$ cat config.mk
export PLATFORM = sky130hd
export DESIGN_NAME = fp_max_top
export DESIGN_NICKNAME = d
export VERILOG_FILES = /design/src/fp_max_pkg.sv /design/src/fp_comp.sv /design/src/window_counter.sv /design/src/reduce_ctrl.sv /design/src/max_accum.sv /design/src/fp_max_top.sv
export VERILOG_INCLUDE_DIRS = /design/src /design/src/src
export SDC_FILE = /design/constraint.sdc
export NUM_CORES = 1
export LEC_CHECK = 0
export BUFFER_PORTS_ARGS = -buffer_cell sky130_fd_sc_hd__buf_2
export CORE_MARGIN = 4
export CORE_UTILIZATION = 40
export DETAILED_ROUTE_END_ITERATION = 16
export PLACE_DENSITY = 0.57
export REMOVE_ABC_BUFFERS = 1
export SYNTH_ARGS = -nofsm -noshare
export SYNTH_HDL_FRONTEND = slang
export SYNTH_HIERARCHICAL = 1
export SYNTH_SLANG_ARGS = --single-unit
$ cat constraint.sdc
create_clock -name clk -period 7.3 [get_ports clk]
set_input_delay 0.73 -clock clk [delete_from_list [all_inputs] [get_ports clk]]
set_output_delay 0.73 -clock clk [all_outputs]
set_load 0.03 [all_outputs]
$ cat src/fp_max_defs.svh
`ifndef FP_MAX_DEFS_SVH
`define FP_MAX_DEFS_SVH

// Single-precision sample layout
`define FP_DATA_WIDTH 32
`define FP_EXP_WIDTH 8

// Samples per window, at least 2
`define FP_WINDOW_LEN 8

// Must hold FP_WINDOW_LEN-1
`define FP_INDEX_WIDTH 3

`endif

$ cat src/fp_max_pkg.sv
`include "fp_max_defs.svh"

package fp_max_pkg;

	//////////////////////////////////////////////////
	// Basic vectors

	// Raw IEEE-754 single-precision word
	typedef logic [`FP_DATA_WIDTH-1:0] fp_word_t;

	// Position of a sample inside its window
	typedef logic [`FP_INDEX_WIDTH-1:0] win_index_t;

	//////////////////////////////////////////////////
	// Compound types

	// Value tagged with its window position
	typedef struct packed {
		fp_word_t value;
		win_index_t index;
	} fp_item_t;

	// Window sequencing
	typedef enum logic [1:0] {
		IDLE,
		ACCUM,
		DRAIN
	} ctrl_state_t;

endpackage

$ cat src/fp_comp.sv
`timescale 1ns/1ps
`include "fp_max_defs.svh"

module fp_comp (
	input logic clk,
	input logic reset,
	input logic valid_in,
	input fp_max_pkg::fp_item_t in_a,
	input fp_max_pkg::fp_item_t in_b,
	output fp_max_pkg::fp_item_t best,
	output logic valid_out
);
	import fp_max_pkg::*;

	localparam int FRAC_WIDTH = `FP_DATA_WIDTH - 1 - `FP_EXP_WIDTH;

	// Field split of both operands
	logic sign_a;
	logic sign_b;
	logic [`FP_EXP_WIDTH-1:0] exp_a;
	logic [`FP_EXP_WIDTH-1:0] exp_b;
	logic [FRAC_WIDTH-1:0] frac_a;
	logic [FRAC_WIDTH-1:0] frac_b;
	logic mag_a_gt;
	logic mag_b_gt;
	logic pick_b;

	assign {sign_a, exp_a, frac_a} = in_a.value;
	assign {sign_b, exp_b, frac_b} = in_b.value;

	// Magnitude order, exponent first then fraction
	assign mag_a_gt = (exp_a > exp_b) || ((exp_a == exp_b) && (frac_a > frac_b));
	assign mag_b_gt = (exp_b > exp_a) || ((exp_b == exp_a) && (frac_b > frac_a));

	// Only a strictly greater b replaces a, ties stay with a
	always_comb begin
		if (sign_a != sign_b) begin
			// Positive side wins, so +0 beats -0
			pick_b = sign_a;
		end else if (!sign_a) begin
			pick_b = mag_b_gt;
		end else begin
			// Both negative, smaller magnitude is larger
			pick_b = mag_a_gt;
		end
	end

	always_ff @(posedge clk) begin
		if (reset) begin
			best <= '0;
			valid_out <= 1'b0;
		end else begin
			valid_out <= valid_in;
			// Hold best while idle
			if (valid_in)
				best <= pick_b ? in_b : in_a;
		end
	end

endmodule

$ cat src/window_counter.sv
`timescale 1ns/1ps
`include "fp_max_defs.svh"

module window_counter (
	input logic clk,
	input logic reset,
	input logic clear,
	input logic take,
	output fp_max_pkg::win_index_t index,
	output logic last
);
	import fp_max_pkg::*;

	localparam win_index_t LAST_INDEX = win_index_t'(`FP_WINDOW_LEN - 1);

	// Accepted samples so far in this window
	win_index_t count;

	//////////////////////////////////////////////////
	// Count register

	always_ff @(posedge clk) begin
		if (reset) begin
			count <= '0;
		end else if (clear) begin
			// Abort drops the partial window
			count <= '0;
		end else if (take) begin
			// Explicit wrap, length need not be a power of two
			if (last)
				count <= '0;
			else
				count <= count + win_index_t'(1);
		end
	end

	//////////////////////////////////////////////////
	// Outputs

	assign index = count;

	// Next accepted sample closes the window
	assign last = (count == LAST_INDEX);

endmodule

$ cat src/reduce_ctrl.sv
`timescale 1ns/1ps

module reduce_ctrl (
	input logic clk,
	input logic reset,
	input logic sample_valid,
	input logic abort,
	input logic last,
	output logic take,
	output logic first,
	output logic clear,
	output logic result_load,
	output logic busy
);
	import fp_max_pkg::*;

	ctrl_state_t state;
	ctrl_state_t state_next;

	//////////////////////////////////////////////////
	// Strobes

	// Abort masks the sample in any state
	assign take = sample_valid && !abort;

	// Sample that opens a fresh window
	assign first = take && (state != ACCUM);

	// Counter is already zero outside ACCUM, so abort alone is enough
	assign clear = abort;

	// Window complete, best holds its maximum
	assign result_load = (state == DRAIN);

	assign busy = (state != IDLE);

	//////////////////////////////////////////////////
	// Next state

	always_comb begin
		state_next = state;
		case (state)
			IDLE: begin
				if (take)
					state_next = ACCUM;
			end
			ACCUM: begin
				if (abort) begin
					// Partial window discarded, no result
					state_next = IDLE;
				end else if (take && last) begin
					state_next = DRAIN;
				end
			end
			DRAIN: begin
				// Single cycle, result goes out regardless of abort
				// A sample here is index 0 of the next window
				if (take)
					state_next = ACCUM;
				else
					state_next = IDLE;
			end
			default: begin
				state_next = IDLE;
			end
		endcase
	end

	//////////////////////////////////////////////////
	// State register

	always_ff @(posedge clk) begin
		if (reset)
			state <= IDLE;
		else
			state <= state_next;
	end

endmodule

$ cat src/max_accum.sv
`timescale 1ns/1ps

module max_accum (
	input logic clk,
	input logic reset,
	input logic take,
	input logic first,
	input logic result_load,
	input fp_max_pkg::fp_word_t sample,
	input fp_max_pkg::win_index_t index,
	input fp_max_pkg::fp_item_t best,
	output logic cmp_valid,
	output fp_max_pkg::fp_item_t cmp_a,
	output fp_max_pkg::fp_item_t cmp_b,
	output fp_max_pkg::fp_item_t result,
	output logic result_valid
);
	import fp_max_pkg::*;

	// Incoming sample tagged with its position
	fp_item_t item_in;

	// Window maximum caught before the next window overwrites best
	fp_item_t held;
	logic held_pend;

	//////////////////////////////////////////////////
	// Comparator operands

	assign item_in.value = sample;
	assign item_in.index = index;

	// Comparator fires once per accepted sample
	assign cmp_valid = take;

	// First sample compared against itself loads unchanged
	assign cmp_a = first ? item_in : best;
	assign cmp_b = item_in;

	//////////////////////////////////////////////////
	// Result path

	// Capture on the drain cycle, best may restart on the same edge
	always_ff @(posedge clk) begin
		if (result_load)
			held <= best;
	end

	// Output stage, result and valid change together
	always_ff @(posedge clk) begin
		if (reset) begin
			held_pend <= 1'b0;
			result <= '0;
			result_valid <= 1'b0;
		end else begin
			held_pend <= result_load;
			result_valid <= held_pend;
			if (held_pend)
				result <= held;
		end
	end

endmodule

$ cat src/fp_max_top.sv
`timescale 1ns/1ps

module fp_max_top (
	input logic clk,
	input logic reset,
	input logic sample_valid,
	input fp_max_pkg::fp_word_t sample,
	input logic abort,
	output fp_max_pkg::fp_item_t result,
	output logic result_valid,
	output logic busy
);
	import fp_max_pkg::*;

	//////////////////////////////////////////////////
	// Internal nets

	// Controller strobes
	logic take;
	logic first;
	logic clear;
	logic result_load;

	// Window position
	win_index_t index;
	logic last;

	// Comparator loop
	logic cmp_valid;
	fp_item_t cmp_a;
	fp_item_t cmp_b;
	fp_item_t best;

	//////////////////////////////////////////////////
	// Instances

	reduce_ctrl u_ctrl (
		.clk(clk),
		.reset(reset),
		.sample_valid(sample_valid),
		.abort(abort),
		.last(last),
		.take(take),
		.first(first),
		.clear(clear),
		.result_load(result_load),
		.busy(busy)
	);

	window_counter u_counter (
		.clk(clk),
		.reset(reset),
		.clear(clear),
		.take(take),
		.index(index),
		.last(last)
	);

	max_accum u_accum (
		.clk(clk),
		.reset(reset),
		.take(take),
		.first(first),
		.result_load(result_load),
		.sample(sample),
		.index(index),
		.best(best),
		.cmp_valid(cmp_valid),
		.cmp_a(cmp_a),
		.cmp_b(cmp_b),
		.result(result),
		.result_valid(result_valid)
	);

	// Registered compare, output is the running maximum
	fp_comp u_comp (
		.clk(clk),
		.reset(reset),
		.valid_in(cmp_valid),
		.in_a(cmp_a),
		.in_b(cmp_b),
		.best(best),
		.valid_out()
	);

endmodule

# --- Word level (Yosys, flattened, before mapping) ---
# Index checks and enable logic that the tools add are counted.
word_totals:
  wordCells: 48
  regBits: 112
  input_bits: 36
  out_inout_bits: 37
classes:
  n_reduce_logical: 14
  eq_ne: 9
  mux: 10
  n_lt_le_gt_ge: 4
  n_addsub: 1
ops:
  columns: ["op", "n"]
  rows:
  - ["35-bit two-way mux", 2]
  - ["23-bit > comparator", 2]
  - ["8-bit == test", 2]
  - ["8-bit > comparator", 2]
  - ["2-bit two-way mux", 3]
  - ["2-bit one-hot mux with 3 select lines", 1]
  - ["1-bit logical AND", 5]
  - ["2-bit by 1-bit != test with 1-bit output (second input constant)", 2]
  - ["2-bit AND reduction", 2]
  - ["2-bit nonzero test", 2]
  - ["3-bit by 1-bit adder with 3-bit output (second input constant)", 1]
  - ["3-bit == test (second input constant)", 1]
  - ["1-bit two-way mux", 3]
  - ["3-bit two-way mux", 1]
  - ["3-bit by 2-bit != test with 1-bit output (second input constant)", 1]
  - ["2-bit by 1-bit == test with 1-bit output (second input constant)", 1]
  - ["2-bit == test (second input constant)", 1]
  - ["2-bit zero test", 1]
  - ["1-bit logical OR", 2]
  - ["2-bit OR reduction", 1]
  - ["1-bit zero test", 1]
  - ["1-bit != test", 1]

# --- Longest topological paths before layout ---
# Gate-level depths: netlist of run 1.
logic_depth:
  depth_word: 11
  depth_mapped: 16
  depth_no_buf: 12

# --- By module ---
# Netlist of run 1, hierarchy kept.
by_module_without_submodules:
  columns: ["mod", "area_each_um2", "seq_area_each_um2", "instances", "cells_per_inst"]
  rows:
  - ["fp_comp", 3554.7, 720.7, 1, 385]
  - ["max_accum", 3210.6, 1791.7, 1, 227]
  - ["window_counter", 142.6, 60.1, 1, 12]
  - ["reduce_ctrl", 115.1, 40.0, 1, 15]

# --- Worst setup path before layout of run 1 ---
# Ideal clock, no wire load.
synth_timing:
  path_type: "in2reg"
  start: "input port abort"
  end: "register u_comp/best[13] (netlist name)"
  setup_slack_ns: 3.570
  setup_time_ns: 0.079
  arrival_ns: 3.650
  path_stages: 16
  path_buffers: 4
  t_required_ns: 7.221
  cell_sequence: "nand2b_1 > a21oi_1 > buf_6 > buf_12 > mux2_4 > inv_1 > ha_1 > nor2b_1 > o211ai_1 > a21oi_1 > a2111oi_0 > a2111o_1 > buf_6 > buf_12 > mux2_4 > a211oi_2"
synth_lines:
  columns: ["item", "line", "source"]
  rows:
  - ["start: declaration", "fp_max_top.sv:8", "input logic abort,"]

==> results of run 1 <==
-- stage by stage --
step                utilization [%]  hold WS (ns)
floorplan                         -         0.426
global placement               40.9         0.446
detailed placement             40.9         0.448
CTS                            42.9         0.465
global route                   42.9         0.481
finish                         42.9         0.461
-- routing by layer --
metal | global-route usage (%) | vias to the layer above | wire length (µm)
met5 | 0 | - | 14
met4 | 5.97 | 4 | 266
met3 | 3.14 | 18 | 578
met2 | 24.4 | 78 | 6620
met1 | 19.6 | 2166 | 6800
li1 | - | 2229 | -
-- power by group --
group / switching (µW) / internal [µW] / leakage, µW
Combinational: 150 / 140 / 0.00202
Clock: 233 / 343 / 0.000166
Sequential: 13.6 / 657 / 0.000938
Total: 396 / 1140 / 0.00313
-- path summary, 6_finish.rpt --
kind	startpoint	end	cells past startpoint
worst max register to register	u_ctrl/state[1]	u_comp/best[12]	12
worst min register to register	u_comp/best[3]	u_accum/held[3]	0
worst min-delay path	u_comp/best[3]	u_accum/held[3]	0
worst max-delay path	abort	u_comp/best[12]	13
-- sequential cells by signal (all words and copies together) (netlist names) --
signal,cells
u_accum/held_pend,1
u_counter/index,3
u_ctrl/state,2
u_accum/result_valid,1
u_accum/held,35
u_comp/best,35
u_accum/result,35
-- worst reg2reg max path: stages (launching register included) --
cell and delay [ns]:
dfxtp_1 0.37, inv_1 0.13, a21oi_4 0.72, buf_4 0.45, mux2_2 0.41, inv_1 0.07
ha_1 0.24, nand4_1 0.15, a21oi_1 0.05, a2111oi_0 0.70, a2111o_2 1.05, mux2_2 0.44
a211oi_1 0.19
-- layout by cell type (no fill, tap or decap), types with 2 or more instances in the layout --
cell       count
mux2_4        60
buf_2         72
a21oi_1       13
nand2_1        8
nand2b_1       2
bufinv_16      3
ha_1          34
clkbuf_16      9
dfxtp_1       76
nor2_1       109
mux2i_1       73
o21a_1         2
a211oi_1       4
buf_4          7
edfxtp_1      35
nand3_1        2
nor3_1         3
nor3_2         3
nand4_1        5
o221ai_1       2
inv_1         36
mux2_2         9
o21bai_1      34
a211oi_2      31
nor2b_1        3
-- area by class of cell --
class	instances	area, µm²
multi-input cells	413	3630
clock buffers	10	239
fillers	1634	9840
repair buffers	79	413
inverters	36	135
clock inverters	6	106
well taps	225	282
flip-flops and latches	112	2590
==> flow_summary.json, run 1 <==
{
  "status": "finished, final reports clean",
  "grt_antenna_before_repair": 2,
  "startpoint_type": "input port",
  "tightest_slew_ns": 1.20,
  "grt_overflow": 0,
  "cpPeakStageDelay_ns": 1.05,
  "worstHoldPathType": "flip-flop to flip-flop",
  "cts_tree": "built",
  "crit_type": "input port to flip-flop",
  "power_density_mw_per_mm2": 208,
  "arrival_ns": 5.55,
  "final-hold-violation-count": 0,
  "slew_headroom_pct": 19.8,
  "tns_ns": 0,
  "drive_gt1_share_pct": 31.6,
  "cp-end-kind": "flip-flop",
  "post_cts_resize_count": 0,
  "htreeDepth": 3,
  "clkTransAtPathRegs_ns": 0.07,
  "rows": 48,
  "routedWlPerCell_um": 16.2,
  "crit_chain": "buf_2, nand2b_1, a21oi_4, buf_4, mux2_2, inv_1, ha_1, nand4_1, a21oi_1, a2111oi_0, a2111o_2, mux2_2, a211oi_1",
  "worst_slack_ns": 2.02,
  "path_delay_family": "compound AO/OA/AOI/OAI gates",
  "gp_congestion": 0.814,
  "ctsHoldBuffers": 0,
  "r2r_slack_ns": 2.23,
  "initial_core_util_pct": 40.6,
  "routed_wirelength_um": 14300,
  "first_iter_violations": 198,
  "cpMostUsedCell": "mux2_2",
  "worst_path_max_delay_cell": "a2111o_2",
  "area_growth_pct": 5.76,
  "slew_violations": 0,
  "synthCells": 637,
  "path_max_fanout": 34,
  "rsz0062_at_grt": "false",
  "p_leak_uw": 0.00313,
  "finalSetupViolCount": 0,
  "fmax_ghz": 0.189,
  "fp.dieArea_mm2": 0.0197,
  "cts_buffer_depth": 2,
  "fin_crit_ns": 5.28,
  "ios": 73,
  "die_y_um": 140,
  "fin_nets": 721,
  "fin_cells": 881,
  "dpl.hpwl_um": 9290,
  "grt_pass1_vias": 4589,
  "fin_total_pwr_uw": 1540,
  "grt.total_usage_pct": 15.0,
  "diodes": 0,
  "die_x_um": 140,
  "drc": 0,
  "ir_drop_uv": 122,
  "cts_sinks": 112,
  "place_area_mm2": 0.00705,
  "cts_made_buffers": 9,
  "io_buffers": 72,
  "grt_pass1_wl_um": 23700,
  "fin_worst_skew_ns": 0.0104,
  "first_pass_iters": 4,
  "clk_latency_ns": 0.36,
  "finalCritPeriodShare_pct": 72.3,
  "synthesis.area_mm2": 0.00700,
  "viasPerCell": 5.10,
  "place_inst": 865,
  "yosys_warnings": 6,
  "ant_nets": 0,
  "cp_num_buf_inv": 3,
  "grt_max_degree": 78,
  "cts_root_buf": "clkbuf_16",
  "dpl_worst_slack_ns": 1.62,
  "fp.coreArea_mm2": 0.0172,
  "max_cap_violations": 0,
  "syn_avg_cell_area_um2": 11.0,
  "critPathRequiredTime_ns": 7.57,
  "stdcell_area_mm2": 0.00740,
  "route.vias.total": 4495,
  "postCtsSetupRepairBufs": 0
}
No activity file was read; power rests on OpenSTA's default activity.
==> inputs of run 2 (changes only) <==
==> constraint.sdc (replaced) <==
create_clock -name clk -period 5.5 [get_ports clk]
set_input_delay 0.55 -clock clk [delete_from_list [all_inputs] [get_ports clk]]
set_output_delay 0.55 -clock clk [all_outputs]
set_load 0.03 [all_outputs]
==> flow_summary.json, run 2 (synthesis results as in run 1) <==
{
  "critPathRequiredTime_ns": 5.78,
  "diodes": 0,
  "arrival_ns": 4.71,
  "cp-end-kind": "flip-flop",
  "fin_cells": 881,
  "cts_root_buf": "clkbuf_16",
  "crit_chain": "buf_2, nand2b_1, a21oi_4, buf_12, mux2_4, inv_1, ha_1, nor2b_1, o211ai_1, a21oi_1, a2111oi_0, a2111o_2, buf_12, mux2_4, a211oi_2",
  "die_y_um": 140,
  "initial_core_util_pct": 40.6,
  "cp_num_cells": 15,
  "ir_drop_uv": 177,
  "first_pass_iters": 5,
  "holdPathEnd": "u_ctrl/state[0]",
  "path_delay_family": "compound AO/OA/AOI/OAI gates",
  "startpoint": "abort",
  "final-hold-violation-count": 0,
  "rsz0062_at_grt": "false",
  "share_seq_of_total_power_pct": 46.0,
  "rows": 48,
  "netSwitchingPower_uw": 526,
  "worstHoldPathType": "input port to flip-flop",
  "grt_antenna_before_repair": 0,
  "min_from": "abort",
  "fin_worst_skew_ns": 0.00896,
  "finalSetupViolCount": 0,
  "ctsHoldBuffers": 0,
  "ff_latch_area_mm2": 0.00259,
  "fmax_ghz": 0.226,
  "fin_crit_ns": 4.42,
  "p_sw_share_pct": 27.1,
  "worst_path_max_delay_cell": "a2111oi_0",
  "fill_cells": 1654,
  "route.vias.total": 4504,
  "io_buffers": 72,
  "slew_violations": 0,
  "clockPowerShare_pct": 33.9,
  "routed_wirelength_um": 14800,
  "clk_latency_ns": 0.36,
  "max_cap_violations": 0,
  "fp.dieArea_mm2": 0.0197,
  "place_inst": 865,
  "r2r_slack_ns": 1.12,
  "path_max_fanout": 35,
  "grt_pass1_vias": 4782,
  "cts_buffer_depth": 2,
  "drc": 0,
  "cts_made_buffers": 9,
  "ant_nets": 0,
  "slew_headroom_pct": 24.0,
  "startpoint_type": "input port",
  "gp_congestion": 0.796,
  "r2r-start": "u_ctrl/state[1]",
  "postCtsSetupRepairBufs": 0,
  "crit_type": "input port to flip-flop",
  "cts_sinks": 112,
  "final_cell_mix": "109 x nor2_1, 76 x dfxtp_1, 73 x mux2i_1",
  "htreeDepth": 3,
  "status": "finished, final reports clean",
  "die_x_um": 140,
  "holdPathStages": 2,
  "cts_tree": "built",
  "final_common_cell": "nor2_1",
  "p_int_uw": 1410,
  "grt_overflow": 0,
  "grt_max_degree": 78,
  "p_leak_uw": 0.00311,
  "ios": 73,
  "cp_num_buf_inv": 4,
  "post_cts_resize_count": 0,
  "dpl.hpwl_um": 9590,
  "ff2ff_path_depth": 14,
  "utilization_pct": 42.7,
  "power_density_mw_per_mm2": 263,
  "drive_gt1_share_pct": 31.3,
  "fp.coreArea_mm2": 0.0172,
  "area_growth_pct": 5.20,
  "largestRegisters": "u_accum/held (35), u_accum/result (35), u_comp/best (35)",
  "cpPeakStageDelay_ns": 0.81,
  "routedWlPerCell_um": 16.7,
  "r2r-end": "u_comp/best[3]",
  "first_iter_violations": 311,
  "fin_nets": 721,
  "clkTransAtPathRegs_ns": 0.07,
  "power_frac_comb_pct": 20.1,
  "grt_pass1_wl_um": 24300,
  "tightest_slew_ns": 1.14,
  "viasPerCell": 5.11,
  "finalCritPeriodShare_pct": 80.4,
  "multi_input_area_mm2": 0.00363,
  "grt.total_usage_pct": 15.3
}
## run 2: worst max-delay path by stage
stage	endpoint	slack, ns
2_1_floorplan	u_comp/best[0]	-3.29
3_3_place_gp	u_comp/best[30]	0.87
3_5_place_dp	u_comp/best[3]	0.64
4_1_cts	u_comp/best[3]	1.04
5_1_grt	u_comp/best[4]	0.90
6_report	u_comp/best[3]	1.08
## run 2: final cells by class
class | count | area share [%]
Timing Repair Buffer | 79 | 5.95
Clock buffer | 12 | 3.21
Sequential cell | 112 | 35.2
Clock inverter | 4 | 0.612
Multi-Input combinational cell | 413 | 49.3
Inverter | 36 | 1.84
Tap cell | 225 | 3.82
## run 2: through the flow
step | hold WS (ns) | worst slack [ns] | TNS, ns | cell area, µm² | power (µW)
CTS | 0.419 | 1.04 | 0 | 7360 | 1970
floorplan | 0.426 | -3.29 | -111.44 | 6330 | 1210
global route | 0.426 | 0.900 | 0 | 7360 | 2040
finish | 0.433 | 1.08 | 0 | 7360 | 1940
global placement | 0.435 | 0.869 | 0 | 7080 | 1290
detailed placement | 0.451 | 0.644 | 0 | 7080 | 1300
## run 2: worst reg2reg max path: cells and delay by family, from the launching register on
kind            cells  cell delay, ns
compound gates      6            2.15
buf+inv             4            0.74
mux                 2            0.69
flops               1            0.35
fa+ha+maj           1            0.24
simple gates        1            0.13
## run 2: power by group through the flow
stage          sequential (µW)  combinational (µW)  clock (µW)
2_1_floorplan              902                 307           0
3_3_place_gp               909                 381           0
3_5_place_dp               910                 392           0
4_1_cts                    891                 393         682
5_1_grt                    894                 430         718
6_report                   891                 390         658
## run 2: metal layers
layer	vias to the layer above	track usage [%]	wire, µm
met5	-	0	0
met4	0	6.27	360
met3	22	3.45	667
met2	101	24.7	6720
met1	2156	19.9	7000
li1	2225	-	-
